<file path="src/hdl/rv_isa_pkg.sv">
`default_nettype none

package rv_isa_pkg;

	typedef enum logic [6:0] {
		OPC_LOAD   = 7'b0000011,
		OPC_OP_IMM = 7'b0010011,
		OPC_AUIPC  = 7'b0010111,
		OPC_STORE  = 7'b0100011,
		OPC_OP     = 7'b0110011,
		OPC_LUI    = 7'b0110111,
		OPC_BRANCH = 7'b1100011,
		OPC_JALR   = 7'b1100111,
		OPC_JAL    = 7'b1101111,
		OPC_SYSTEM = 7'b1110011
	} opcode_e;

	typedef enum logic [2:0] {
		F3_BEQ  = 3'b000,
		F3_BNE  = 3'b001,
		F3_BLT  = 3'b100,
		F3_BGE  = 3'b101,
		F3_BLTU = 3'b110,
		F3_BGEU = 3'b111
	} branch_f3_e;

	typedef enum logic [1:0] {
		MW_BYTE = 2'b00,
		MW_HALF = 2'b01,
		MW_WORD = 2'b10
	} mem_width_e;

	localparam logic [2:0] F3_ADD_SUB = 3'b000; // funct7 bit 5 picks SUB in OP only
	localparam logic [2:0] F3_SRL_SRA = 3'b101; // funct7 bit 5 picks SRA in OP and OP_IMM

	typedef struct packed {
		logic [6:0] funct7;
		logic [4:0] rs2;
		logic [4:0] rs1;
		logic [2:0] funct3;
		logic [4:0] rd;
		logic [6:0] opcode;
	} inst_t;

endpackage

`default_nettype wire
</file>
<file path="src/hdl/rv_core_pkg.sv">
`default_nettype none

package rv_core_pkg;

	typedef enum logic [3:0] {
		ALU_ADD    = 4'b0000,
		ALU_SLL    = 4'b0001,
		ALU_SLT    = 4'b0010,
		ALU_SLTU   = 4'b0011,
		ALU_XOR    = 4'b0100,
		ALU_SRL    = 4'b0101,
		ALU_OR     = 4'b0110,
		ALU_AND    = 4'b0111,
		ALU_SUB    = 4'b1000,
		ALU_SRA    = 4'b1101,
		ALU_PASS_B = 4'b1111
	} alu_op_e;

	typedef enum logic [1:0] {A_RS1, A_ZERO, A_PC, A_PC_BR} a_src_e;
	typedef enum logic [1:0] {B_RS2, B_IMM_I, B_IMM_S, B_IMM_OTHER} b_src_e;
	typedef enum logic [1:0] {WB_ALU, WB_MEM, WB_ZERO, WB_LINK} wb_src_e;

	localparam logic [2:0] BR_NONE = 3'b010; // Not a branch funct3, never taken

	typedef struct packed {
		logic                   jump;
		logic [2:0]             branch_op;
		alu_op_e                alu_op;
		a_src_e                 a_src;
		b_src_e                 b_src;
		logic                   rs1_valid;
		logic                   rs2_valid;
		logic                   rf_wr_en;
		wb_src_e                wb_src;
		logic                   mem_read;
		logic                   mem_write;
		logic                   mem_sign;
		rv_isa_pkg::mem_width_e mem_width;
	} ctrl_t;

	typedef struct packed {
		logic                   read;
		logic                   write;
		rv_isa_pkg::mem_width_e width;
		logic                   sign;
		logic [31:0]            addr;
		logic [31:0]            wdata;
	} mem_req_t;

	typedef struct packed {
		logic        valid;
		logic        en;
		logic [4:0]  rd;
		logic [31:0] data;
		logic [31:0] npc;
	} wb_t;

	typedef struct packed {
		ctrl_t       ctrl;
		logic [4:0]  rd;
		logic [31:0] alu_res;
		logic [31:0] rs2;
		logic [31:0] link;
		logic [31:0] npc;
	} ex_stage_t;

endpackage

`default_nettype wire

</file>
<file path="src/hdl/rv_exec_core.sv">
`timescale 1ns/1ps
`default_nettype none

module rv_exec_core (
	input  wire                   clk_i,
	input  wire                   arst_n_i,
	input  wire                   inst_valid_i,
	input  wire  [31:0]           inst_i,
	input  wire  [31:0]           pc_i,
	input  wire  [31:0]           mem_rdata_i,
	output rv_core_pkg::mem_req_t mem_req_o,
	output rv_core_pkg::wb_t      wb_o
);

	rv_isa_pkg::inst_t      inst;
	rv_core_pkg::ctrl_t     ctrl;
	logic [31:0]            imm;
	logic [31:0]            rf_rs1;
	logic [31:0]            rf_rs2;
	logic [31:0]            rs1_val;
	logic [31:0]            rs2_val;
	logic [31:0]            alu_res;
	logic [31:0]            npc;
	rv_core_pkg::ex_stage_t ex_d;
	rv_core_pkg::ex_stage_t ex_q;
	logic                   ex_valid_q;
	logic [7:0]             load_byte;
	logic [15:0]            load_half;
	logic [31:0]            load_data;
	logic [31:0]            wb_data;
	logic                   wb_en;

	assign inst = rv_isa_pkg::inst_t'(inst_i);

	rv_decoder u_decoder (
		.inst_i (inst_i),
		.ctrl_o (ctrl)
	);

	rv_imm_gen u_imm_gen (
		.inst_i (inst_i),
		.imm_o  (imm)
	);

	rv_regfile u_regfile (
		.clk_i      (clk_i),
		.arst_n_i   (arst_n_i),
		.rs1_addr_i (inst.rs1),
		.rs2_addr_i (inst.rs2),
		.rs1_data_o (rf_rs1),
		.rs2_data_o (rf_rs2),
		.wr_en_i    (wb_en),
		.wr_addr_i  (ex_q.rd),
		.wr_data_i  (wb_data)
	);

	// Stage two writes at the coming edge, so its value bypasses the register file
	assign rs1_val = (ctrl.rs1_valid && wb_en && (ex_q.rd == inst.rs1)) ? wb_data : rf_rs1;
	assign rs2_val = (ctrl.rs2_valid && wb_en && (ex_q.rd == inst.rs2)) ? wb_data : rf_rs2;

	rv_alu u_alu (
		.ctrl_i   (ctrl),
		.pc_i     (pc_i),
		.rs1_i    (rs1_val),
		.rs2_i    (rs2_val),
		.imm_i    (imm),
		.result_o (alu_res)
	);

	rv_branch_unit u_branch_unit (
		.ctrl_i    (ctrl),
		.pc_i      (pc_i),
		.rs1_i     (rs1_val),
		.rs2_i     (rs2_val),
		.imm_i     (imm),
		.alu_sum_i (alu_res),
		.npc_o     (npc)
	);

	always_comb begin
		ex_d.ctrl    = ctrl;
		ex_d.rd      = inst.rd;
		ex_d.alu_res = alu_res;
		ex_d.rs2     = rs2_val; // Stores send rs2 unshifted
		ex_d.link    = pc_i + 32'd4;
		ex_d.npc     = npc;
	end

	always_ff @(posedge clk_i or negedge arst_n_i) begin
		if (!arst_n_i) begin
			ex_valid_q <= 1'b0;
		end else begin
			ex_valid_q <= inst_valid_i;
		end
	end

	always_ff @(posedge clk_i) begin
		if (inst_valid_i) begin
			ex_q <= ex_d;
		end
	end

	// The memory returns the whole aligned word
	assign load_byte = mem_rdata_i[{ex_q.alu_res[1:0], 3'b000} +: 8];
	assign load_half = ex_q.alu_res[1] ? mem_rdata_i[31:16] : mem_rdata_i[15:0];

	always_comb begin
		case (ex_q.ctrl.mem_width)
			rv_isa_pkg::MW_BYTE: begin
				load_data = {{24{ex_q.ctrl.mem_sign & load_byte[7]}}, load_byte};
			end
			rv_isa_pkg::MW_HALF: begin
				load_data = {{16{ex_q.ctrl.mem_sign & load_half[15]}}, load_half};
			end
			default: begin
				load_data = mem_rdata_i;
			end
		endcase
	end

	always_comb begin
		case (ex_q.ctrl.wb_src)
			rv_core_pkg::WB_ALU:  wb_data = ex_q.alu_res;
			rv_core_pkg::WB_MEM:  wb_data = load_data;
			rv_core_pkg::WB_ZERO: wb_data = '0;
			default:              wb_data = ex_q.link;
		endcase
	end

	assign wb_en = ex_valid_q && ex_q.ctrl.rf_wr_en && (ex_q.rd != 5'd0);

	always_comb begin
		mem_req_o.read  = ex_valid_q && ex_q.ctrl.mem_read;
		mem_req_o.write = ex_valid_q && ex_q.ctrl.mem_write;
		mem_req_o.width = ex_q.ctrl.mem_width;
		mem_req_o.sign  = ex_q.ctrl.mem_sign;
		mem_req_o.addr  = ex_q.alu_res;
		mem_req_o.wdata = ex_q.rs2;
	end

	always_comb begin
		wb_o.valid = ex_valid_q;
		wb_o.en    = wb_en;
		wb_o.rd    = ex_q.rd;
		wb_o.data  = wb_data;
		wb_o.npc   = ex_q.npc;
	end

endmodule

`default_nettype wire

</file>
<file path="src/hdl/rv_branch_unit.sv">
`timescale 1ns/1ps
`default_nettype none

module rv_branch_unit (
	input  wire rv_core_pkg::ctrl_t ctrl_i,
	input  wire  [31:0]             pc_i,
	input  wire  [31:0]             rs1_i,
	input  wire  [31:0]             rs2_i,
	input  wire  [31:0]             imm_i,
	input  wire  [31:0]             alu_sum_i,
	output logic [31:0]             npc_o
);

	logic        taken;
	logic [31:0] target;

	always_comb begin
		case (ctrl_i.branch_op)
			rv_isa_pkg::F3_BEQ:  taken = (rs1_i == rs2_i);
			rv_isa_pkg::F3_BNE:  taken = (rs1_i != rs2_i);
			rv_isa_pkg::F3_BLT:  taken = ($signed(rs1_i) < $signed(rs2_i));
			rv_isa_pkg::F3_BGE:  taken = ($signed(rs1_i) >= $signed(rs2_i));
			rv_isa_pkg::F3_BLTU: taken = (rs1_i < rs2_i);
			rv_isa_pkg::F3_BGEU: taken = (rs1_i >= rs2_i);
			default:             taken = 1'b0; // BR_NONE for everything but branches
		endcase
	end

	assign target = pc_i + imm_i;

	always_comb begin
		if (ctrl_i.jump) begin
			if (ctrl_i.a_src == rv_core_pkg::A_PC) begin
				npc_o = target; // JAL
			end else begin
				npc_o = {alu_sum_i[31:1], 1'b0}; // JALR
			end
		end else if (taken) begin
			npc_o = target;
		end else begin
			npc_o = pc_i + 32'd4;
		end
	end

endmodule

`default_nettype wire

</file>
<file path="src/hdl/rv_alu.sv">
`timescale 1ns/1ps
`default_nettype none

module rv_alu (
	input  wire rv_core_pkg::ctrl_t ctrl_i,
	input  wire  [31:0]             pc_i,
	input  wire  [31:0]             rs1_i,
	input  wire  [31:0]             rs2_i,
	input  wire  [31:0]             imm_i,
	output logic [31:0]             result_o
);

	logic [31:0] op_a;
	logic [31:0] op_b;
	logic [4:0]  shamt;

	always_comb begin
		case (ctrl_i.a_src)
			rv_core_pkg::A_RS1:  op_a = rs1_i;
			rv_core_pkg::A_ZERO: op_a = '0;
			default:             op_a = pc_i; // Jumps, AUIPC and branches
		endcase
	end

	// The immediate generator already picked the format, so every immediate source is one path
	assign op_b  = (ctrl_i.b_src == rv_core_pkg::B_RS2) ? rs2_i : imm_i;
	assign shamt = op_b[4:0];

	always_comb begin
		case (ctrl_i.alu_op)
			rv_core_pkg::ALU_ADD:    result_o = op_a + op_b;
			rv_core_pkg::ALU_SUB:    result_o = op_a - op_b;
			rv_core_pkg::ALU_SLL:    result_o = op_a << shamt;
			rv_core_pkg::ALU_SRL:    result_o = op_a >> shamt;
			rv_core_pkg::ALU_SRA:    result_o = $unsigned($signed(op_a) >>> shamt);
			rv_core_pkg::ALU_SLT:    result_o = {31'b0, $signed(op_a) < $signed(op_b)};
			rv_core_pkg::ALU_SLTU:   result_o = {31'b0, op_a < op_b};
			rv_core_pkg::ALU_XOR:    result_o = op_a ^ op_b;
			rv_core_pkg::ALU_OR:     result_o = op_a | op_b;
			rv_core_pkg::ALU_AND:    result_o = op_a & op_b;
			rv_core_pkg::ALU_PASS_B: result_o = op_b; // LUI
			default:                 result_o = op_a + op_b;
		endcase
	end

endmodule

`default_nettype wire

</file>
<file path="src/hdl/rv_regfile.sv">
`timescale 1ns/1ps
`default_nettype none

module rv_regfile (
	input  wire         clk_i,
	input  wire         arst_n_i,
	input  wire  [4:0]  rs1_addr_i,
	input  wire  [4:0]  rs2_addr_i,
	output logic [31:0] rs1_data_o,
	output logic [31:0] rs2_data_o,
	input  wire         wr_en_i,
	input  wire  [4:0]  wr_addr_i,
	input  wire  [31:0] wr_data_i
);

	logic [31:0] regs [1:31]; // x0 has no storage

	always_ff @(posedge clk_i or negedge arst_n_i) begin
		if (!arst_n_i) begin
			for (int i = 1; i < 32; i++) begin
				regs[i] <= '0;
			end
		end else if (wr_en_i && (wr_addr_i != 5'd0)) begin
			regs[wr_addr_i] <= wr_data_i;
		end
	end

	always_comb begin
		if (rs1_addr_i == 5'd0) begin
			rs1_data_o = '0;
		end else begin
			rs1_data_o = regs[rs1_addr_i];
		end
	end

	always_comb begin
		if (rs2_addr_i == 5'd0) begin
			rs2_data_o = '0;
		end else begin
			rs2_data_o = regs[rs2_addr_i];
		end
	end

endmodule

`default_nettype wire

</file>
<file path="src/hdl/rv_imm_gen.sv">
`timescale 1ns/1ps
`default_nettype none

module rv_imm_gen (
	input  wire  [31:0] inst_i,
	output logic [31:0] imm_o
);

	rv_isa_pkg::opcode_e opcode;

	assign opcode = rv_isa_pkg::opcode_e'(inst_i[6:0]);

	always_comb begin
		case (opcode)
			rv_isa_pkg::OPC_STORE: begin
				imm_o = {{20{inst_i[31]}}, inst_i[31:25], inst_i[11:7]};
			end
			rv_isa_pkg::OPC_BRANCH: begin
				imm_o = {{19{inst_i[31]}}, inst_i[31], inst_i[7], inst_i[30:25],
					inst_i[11:8], 1'b0};
			end
			rv_isa_pkg::OPC_LUI, rv_isa_pkg::OPC_AUIPC: begin
				imm_o = {inst_i[31:12], 12'b0};
			end
			rv_isa_pkg::OPC_JAL: begin
				imm_o = {{11{inst_i[31]}}, inst_i[31], inst_i[19:12], inst_i[20],
					inst_i[30:21], 1'b0};
			end
			default: begin
				imm_o = {{20{inst_i[31]}}, inst_i[31:20]}; // I format for loads, JALR, OP_IMM
			end
		endcase
	end

endmodule

`default_nettype wire

</file>
<file path="src/hdl/rv_decoder.sv">
`timescale 1ns/1ps
`default_nettype none

module rv_decoder (
	input  wire [31:0]         inst_i,
	output rv_core_pkg::ctrl_t ctrl_o
);

	rv_isa_pkg::inst_t   inst;
	rv_isa_pkg::opcode_e opcode;
	logic                alt_op;

	assign inst   = rv_isa_pkg::inst_t'(inst_i);
	assign opcode = rv_isa_pkg::opcode_e'(inst.opcode);

	// Immediate shifts keep funct7 bit 5, other immediates drop it
	assign alt_op = inst.funct7[5] && ((inst.funct3 == rv_isa_pkg::F3_SRL_SRA) ||
		((opcode == rv_isa_pkg::OPC_OP) && (inst.funct3 == rv_isa_pkg::F3_ADD_SUB)));

	always_comb begin
		ctrl_o           = '0;
		ctrl_o.branch_op = rv_core_pkg::BR_NONE;
		ctrl_o.alu_op    = rv_core_pkg::ALU_ADD;
		ctrl_o.a_src     = rv_core_pkg::A_RS1;
		ctrl_o.b_src     = rv_core_pkg::B_RS2;
		ctrl_o.wb_src    = rv_core_pkg::WB_ALU;
		ctrl_o.rs1_valid = 1'b1;
		ctrl_o.rf_wr_en  = 1'b1;
		ctrl_o.mem_sign  = ~inst.funct3[2]; // Set for LB and LH
		ctrl_o.mem_width = rv_isa_pkg::mem_width_e'(inst.funct3[1:0]);

		case (opcode)
			rv_isa_pkg::OPC_LOAD: begin
				ctrl_o.b_src    = rv_core_pkg::B_IMM_I;
				ctrl_o.wb_src   = rv_core_pkg::WB_MEM;
				ctrl_o.mem_read = 1'b1;
			end
			rv_isa_pkg::OPC_STORE: begin
				ctrl_o.b_src     = rv_core_pkg::B_IMM_S;
				ctrl_o.rs2_valid = 1'b1;
				ctrl_o.rf_wr_en  = 1'b0;
				ctrl_o.mem_write = 1'b1;
			end
			rv_isa_pkg::OPC_BRANCH: begin
				ctrl_o.branch_op = inst.funct3;
				ctrl_o.a_src     = rv_core_pkg::A_PC_BR;
				ctrl_o.b_src     = rv_core_pkg::B_IMM_OTHER;
				ctrl_o.rs2_valid = 1'b1;
				ctrl_o.rf_wr_en  = 1'b0;
			end
			rv_isa_pkg::OPC_JAL: begin
				ctrl_o.jump      = 1'b1;
				ctrl_o.a_src     = rv_core_pkg::A_PC;
				ctrl_o.b_src     = rv_core_pkg::B_IMM_OTHER;
				ctrl_o.rs1_valid = 1'b0;
				ctrl_o.wb_src    = rv_core_pkg::WB_LINK;
			end
			rv_isa_pkg::OPC_JALR: begin
				ctrl_o.jump   = 1'b1;
				ctrl_o.b_src  = rv_core_pkg::B_IMM_I;
				ctrl_o.wb_src = rv_core_pkg::WB_LINK;
			end
			rv_isa_pkg::OPC_OP_IMM: begin
				ctrl_o.alu_op = rv_core_pkg::alu_op_e'({alt_op, inst.funct3});
				ctrl_o.b_src  = rv_core_pkg::B_IMM_I;
			end
			rv_isa_pkg::OPC_OP: begin
				ctrl_o.alu_op    = rv_core_pkg::alu_op_e'({alt_op, inst.funct3});
				ctrl_o.rs2_valid = 1'b1;
			end
			rv_isa_pkg::OPC_LUI: begin
				ctrl_o.alu_op    = rv_core_pkg::ALU_PASS_B;
				ctrl_o.a_src     = rv_core_pkg::A_ZERO;
				ctrl_o.b_src     = rv_core_pkg::B_IMM_OTHER;
				ctrl_o.rs1_valid = 1'b0;
			end
			rv_isa_pkg::OPC_AUIPC: begin
				ctrl_o.a_src     = rv_core_pkg::A_PC;
				ctrl_o.b_src     = rv_core_pkg::B_IMM_OTHER;
				ctrl_o.rs1_valid = 1'b0;
			end
			rv_isa_pkg::OPC_SYSTEM: begin
				ctrl_o.wb_src = rv_core_pkg::WB_ZERO;
			end
			default: begin
				ctrl_o.rs1_valid = 1'b0; // Unknown opcodes leave no trace
				ctrl_o.rf_wr_en  = 1'b0;
			end
		endcase
	end

endmodule

`default_nettype wire

</file>
<file path="config.mk">
export PLATFORM = sky130hd
export DESIGN_NAME = rv_exec_core
export DESIGN_NICKNAME = d
export VERILOG_FILES = /design/src/hdl/rv_isa_pkg.sv /design/src/hdl/rv_core_pkg.sv /design/src/hdl/rv_exec_core.sv /design/src/hdl/rv_branch_unit.sv /design/src/hdl/rv_alu.sv /design/src/hdl/rv_regfile.sv /design/src/hdl/rv_imm_gen.sv /design/src/hdl/rv_decoder.sv
export SDC_FILE = /design/constraint.sdc
export NUM_CORES = 2
export LEC_CHECK = 0
export BUFFER_PORTS_ARGS = -buffer_cell sky130_fd_sc_hd__buf_2
export CAP_MARGIN = 5
export CORE_ASPECT_RATIO = 1.4
export CORE_UTILIZATION = 45
export DETAILED_ROUTE_END_ITERATION = 8
export PLACE_DENSITY = 0.67
export SETUP_SLACK_MARGIN = 0.4
export SLEW_MARGIN = 20
export SYNTH_ARGS = -nofsm -noshare
export SYNTH_HDL_FRONTEND = slang
export SYNTH_SLANG_ARGS = --single-unit
</file>
<file path="constraint.sdc">
create_clock -name clk_i -period 6.35 [get_ports clk_i]
set_input_delay 0.635 -clock clk_i [delete_from_list [all_inputs] [get_ports clk_i]]
set_output_delay 0.635 -clock clk_i [all_outputs]
set_load 0.01 [all_outputs]
</file>
Word-level counts from Yosys, hierarchy flattened:

Cells that the tools add are included.

* bits in registers: 1134
* input bits: 99
* output and inout bits: 140

* muxes and demuxes: 35
* bitwise operators: 9
* reductions and logical operators: 31
* $add $sub $neg: 4
* shifts and indexed selects: 4
* magnitude comparators: 10
* eq/ne operators: 35

Operator list (count)
* 992-bit bitwise mux: 1
* 32-bit 2-to-1 mux: 13
* 32-bit binary-select mux with 5-bit select: 2
* 32-bit case mux with 10 select lines: 1
* 32-bit demux with 5-bit select: 1
* 32-bit less-than comparator: 4
* 32-bit case mux with 2 select lines: 2
* 31-bit case mux with 4 select lines: 1
* 32-bit case mux with 3 select lines: 1
* 32-bit adder: 2
* 32-bit >= comparator: 2
* 32-bit by 3-bit adder with 32-bit output, second input constant: 1
* 32-bit bitwise AND: 1
* 32-bit equality test: 1
* 32-bit != test: 1
* 32-bit bitwise OR: 1
* 32-bit by 6-bit indexed part select with 8-bit output: 1
* 32-bit by 5-bit << shifter with 32-bit output: 1
* 32-bit by 5-bit right shift with 32-bit output: 1
* 32-bit by 5-bit >>> shifter with 32-bit output: 1
* 32-bit subtractor: 1
* 32-bit XOR: 1
* 7-bit equality test, second input constant: 4
* 7-bit by 6-bit equality test with 1-bit output, second input constant: 3
* 33 further kinds: 80

Logic depth before layout (Yosys ltp):

* depth after elaboration: 11
* depth in mapped cells: 30
* depth with buffers taken out: 22

Hierarchy:

A second synthesis with hierarchy kept.

* cells, all modules: 6911
* area total of the unflattened synthesis: 75616.3 sq um

By module, submodules not included
* rv_regfile: times used 1, area each 53385.0 sq um, cells an instance 4066, seq. area each 24823.8 sq um
* rv_alu: times used 1, area each 9349.0 sq um, cells an instance 1440, seq. area each 0.0 sq um
* rv_exec_core: times used 1, area each 8030.2 sq um, cells an instance 722, seq. area each 4259.1 sq um
* rv_branch_unit: times used 1, area each 4030.1 sq um, cells an instance 572, seq. area each 0.0 sq um
* rv_decoder: times used 1, area each 429.2 sq um, cells an instance 61, seq. area each 0.0 sq um
* rv_imm_gen: times used 1, area each 392.9 sq um, cells an instance 50, seq. area each 0.0 sq um

Worst setup path after synthesis:

No wires, ideal clock.

* path kind: input -> register
* start: input inst_i[20]
* end: register ex_q (netlist bit wb_o[31]), data pin
* cell stages on the path: 27
* slack: -0.780 ns
* arrival time: 6.869 ns
* setup time: 0.261 ns
* buffers on the path: 9
* data required time: 6.089 ns
* path through: buf_4 -> buf_6 -> buf_4 -> buf_6 -> buf_4 -> buf_6 -> buf_4 -> buf_2 -> mux4_2 -> mux4_2 -> mux2_2 -> nand2_1 -> o21ai_0 -> o21a_1 -> ha_1 -> clkbuf_1 -> nor2b_1 -> a22o_1 -> or3_1 -> a221oi_1 -> a31oi_1 -> o311a_1 -> o311ai_1 -> a221oi_1 -> a221oi_1 -> nand3b_1 -> a221o_1

RTL lines
* start, declared: line rv_exec_core.sv:8 `input wire [31:0] inst_i,`
* end signal, assigned: line rv_exec_core.sv:99 `ex_q <= ex_d;`
* end, declared: line rv_exec_core.sv:25 `rv_core_pkg::ex_stage_t ex_q;`

==> Implementation_results.wiki <==
{| class="wikitable"
! Metric !! Value
|-
| Run status || complete, no violations
|-
| Number of synthesized flops with an enable pin || 141
|-
| Wire length after detailed routing || between 300 and 400 mm
|-
| Power after layout || ~0.032 W
|-
| Die boundary height || 477.7 um
|-
| Path type of the worst min-delay path || input pin to register
|-
| Kind of end point of the critical path || register
|-
| Synth Area in Compound Gates || about a fifth
|-
| Arrival time of the worst setup path || roughly 6700 ps
|-
| Setup-failing EPs final || 0
|-
| Post-Synth XOR/XNOR Area || approximately 1.1%
|-
| Slowest Stage Delay on Critical Path || slightly below 600 ps
|-
| Synth Net Count || around 7900
|-
| Post-synth ARST share || about 88%
|-
| Max H-tree Level || 3
|-
| Unrepaired setup endpoints after global routing || yes
|-
| Dominant register cell in the synthesized netlist || dfrtp_1
|-
| Number of library cell types mapped by synthesis || approximately 120
|-
| First-pass GRT wire length || roughly 530 mm
|-
| Sort of element at the start of the critical path || register
|-
| Insertion delay of the later-clocked pin in the worst-skew pair || roughly 820 ps
|-
| Leakage Power || about 40 nW
|-
| Max Clock Skew || between 50 and 60 ps
|-
| Fraction of the mapped netlist area in adder cells || 2.852%
|-
| Clk slew on worst S/H paths || 70 ps
|-
| Final weighted congestion of routability-driven global placement || between 1 and 1.5
|-
| Type of the worst setup path || register to register
|-
| Library cell appearing most often on the critical path || buf_6
|-
| Slew at the pin closest to its max-slew limit || about 1400 ps
|-
| Initial core utilization || a little under half
|-
| Yosys warnings || 0
|-
| Inserted Clock Buffers || around 110
|-
| Register bit count reported by yosys || roughly 1100
|-
| Number of buffers on the longest clock path || 3
|-
| Share of the yosys chip area belonging to registers || ~40%
|-
| Remaining DRCs || 0
|-
| Share of layout cells above drive strength 1 || roughly 28%
|-
| Maximum fanout encountered on the critical timing path || 5
|-
| Layout overhead on the synthesized area || 20.96%
|-
| Maximum achievable frequency || around 160 MHz
|-
| Max IR drop VDD || around 0.31 mV
|-
| Global router's overall resource usage || ~47%
|-
| Gate count after technology mapping || around 7600
|-
| Slowest cell on crit path || edfxtp_1
|-
| Simple-gate portion of the synthesized area || 12.64%
|-
| DIE WIDTH || 341.8 um
|-
| Number of routed nets with antenna violations || 0
|-
| TritonCTS clock tree || done
|-
| Rel. slew slack || approximately 4.5%
|-
| Dominant combinational cell family by area after synthesis || compound AO/OA/AOI/OAI gates
|-
| DPL Wire Length || ~280 mm
|-
| Final net count || 8619
|-
| Overflow after GRT || 0
|-
| Buffer type at the clock tree root || clkbuf_16
|-
| Post-Synthesis Mean Instance Area || 9.522 um2
|-
| Count of input and output buffers || about 240
|-
| Number of sinks on the clock net || 1134
|-
| Antenna violations before repair || 39
|-
| Total number of placement rows || 174
|-
| Netlist area before placement || about 0.073 mm2
|-
| Placed cell area || 0.08220 mm2
|-
| Pwr/cell area || 367.6 mW/mm2
|-
| Top cell family by delay on the critical path || compound AO/OA/AOI/OAI gates
|-
| Data required, critical path || about 6900 ps
|-
| Vias in the first global route || roughly 69000
|-
| Mux contribution to synthesized area || approximately 18%
|-
| Maximum number of pins on one net before global-route repair || around 180
|-
| Number of max-cap violations || 0
|-
| Number of hold violations in the final report || 0
|-
| Post-route cell area || around 0.088 mm2
|-
| First-pass DRT Iterations || 8
|-
| Vias per Instance || roughly 6.6
|-
| Share of the clock period used by the worst path after layout || between 90% and 100%
|-
| Final routed wire length divided by cell count || about 36 um
|-
| Buffering stage count on the worst path with inverters included || 6
|-
| Max Slew Vio Count || 0
|-
| CORE AREA || ~0.16 mm2
|-
| Top Ports || ~240
|-
| Area of the die || about 0.16 mm2
|-
| Routed via count || 70260
|-
| Min Tclk post-route || 6191 ps
|-
| DR iter-0 viols || 7966
|}
-- layout by cell type, fill, tap and decap left out, types with 31 or more instances in the layout --
cell	instances
nand2_1	1277
xnor2_1	57
o21ai_0	1178
nand4_1	41
a221o_1	32
o21ai_1	35
buf_12	70
nor3_1	69
nand2b_1	34
nor2_1	299
mux2i_1	367
mux2_2	117
clkbuf_16	115
edfxtp_1	141
inv_1	187
a22o_1	45
buf_6	31
a211oi_1	34
buf_2	231
dfrtp_1	993
o22ai_1	176
and2_1	33
buf_4	1023
ha_1	149
a22oi_1	49
xor2_1	33
mux4_2	344
a21oi_1	223
o211ai_1	65
a21o_1	46
nand3_1	117
a221oi_1	39
-- routing by layer --
metal / track usage, % / part of all wire, %
met1: 50.86 / 33
met2: 72.20 / 45
met3: 12.97 / 9.9
met4: 44.64 / 12
met5: 0 / 0.068
-- final timing paths --
path	slack [ps]	from	end	cells after the start
min	190	pc_i[1]	ex_q[33]	1
min in group asynchronous	500	arst_n_i	u_regfile.regs[539]	2
max reg2reg	160	wb_o[68]	wb_o[31]	25
min reg2reg	500	u_regfile.regs[781]	u_regfile.regs[781]	2
max in group asynchronous	4170	arst_n_i	u_regfile.regs[450]	4
max	160	wb_o[68]	wb_o[31]	25
-- state kept, by name, summed over array words and instances (netlist names) --
signal,count
ex_q,37
ex_valid_q,1
mem_req_o,67
u_regfile.regs,992
wb_o,37
-- worst register-to-register path, stage by stage, from the launching register on --
cell and delay, ps:
edfxtp_1 580, or3_4 500, o311ai_4 300, or4_4 230, buf_6 130, buf_6 120
nand4_1 220, o221ai_2 350, nand2_2 140, buf_6 140, buf_12 120, clkinvlp_4 80
ha_4 170, nor3_2 60, o31ai_2 50, buf_4 170, a21oi_4 80, or4_4 540
a21bo_4 290, o211a_1 260, a311oi_2 340, a31oi_1 150, xnor2_1 160, a221oi_2 300
nand3b_1 180, a221o_1 320
-- cells by family after synthesis --
kind of cell	count (synthesis)
DFF	1134
muxes	838
AOI/OAI and AO/OA	2298
xor gates and xnor gates	94
adders and majority gates	164
buffers and inverters	978
and+or+nand+nor	2132
-- report_power, final --
part / leakage [nW] / internal (W) / switching, W
Sequential: 11.8 / 0.00938 / 0.00172
Combinational: 25.8 / 0.00584 / 0.00801
Clock: 1.98 / 0.00414 / 0.00325
Total: 39.6 / 0.0194 / 0.0130
-- Yosys cell counts (122+ instances only) --
cell         n  share of area [%]
nor2_1     311                1.6
mux2i_1    369                5.1
ha_1       161                2.8
clkbuf_1   453                2.3
nand2_1   1313                6.8
mux4_2     344                 11
nand3_1    122               0.84
o21ai_0   1194                8.2
edfxtp_1   141                5.8
buf_4      151                1.6
a21oi_1    243                1.7
dfrtp_1    993                 34
o22ai_1    179                1.5
inv_1      200                1.0
-- layout make-up --
type | count | area [um2]
Clock buffer | 151 | 3243
Clock inverter | 59 | 784.5
Sequential cell | 1134 | 29080
Multi-Input combinational cell | 5526 | 40500
Timing Repair Buffer | 1371 | 10870
Antenna cell | 15 | 37.54
Inverter | 210 | 809.5
Fill cell | 14251 | 72480
Tap cell | 2112 | 2643
-- timing repair --
item,CTS,global route
buffers inserted,36,16
gates resized for setup,162,77
hold buffers,1,0
gates cloned,1,0
setup endpoints to repair,51,49
hold endpoints to repair,54,0
pin swaps,60,55
-- metrics by stage --
stage | instances | util (%) | hold WS [ps] | worst slack (ps) | TNS [ps]
after floorplan | 7638 | - | 339.4 | -65.09 | -107.7
after global placement | 10296 | 51.22 | 473.7 | -640.1 | -15210
after detailed placement | 10296 | 51.23 | 485.5 | -646.5 | -16570
after CTS | 10544 | 54.43 | 162.2 | 268.6 | 0
after global routing | 10569 | 54.81 | 184.6 | 69.96 | 0
final | 10578 | 54.83 | 192.3 | 159.2 | 0
Power figures use the tool's default switching activity.
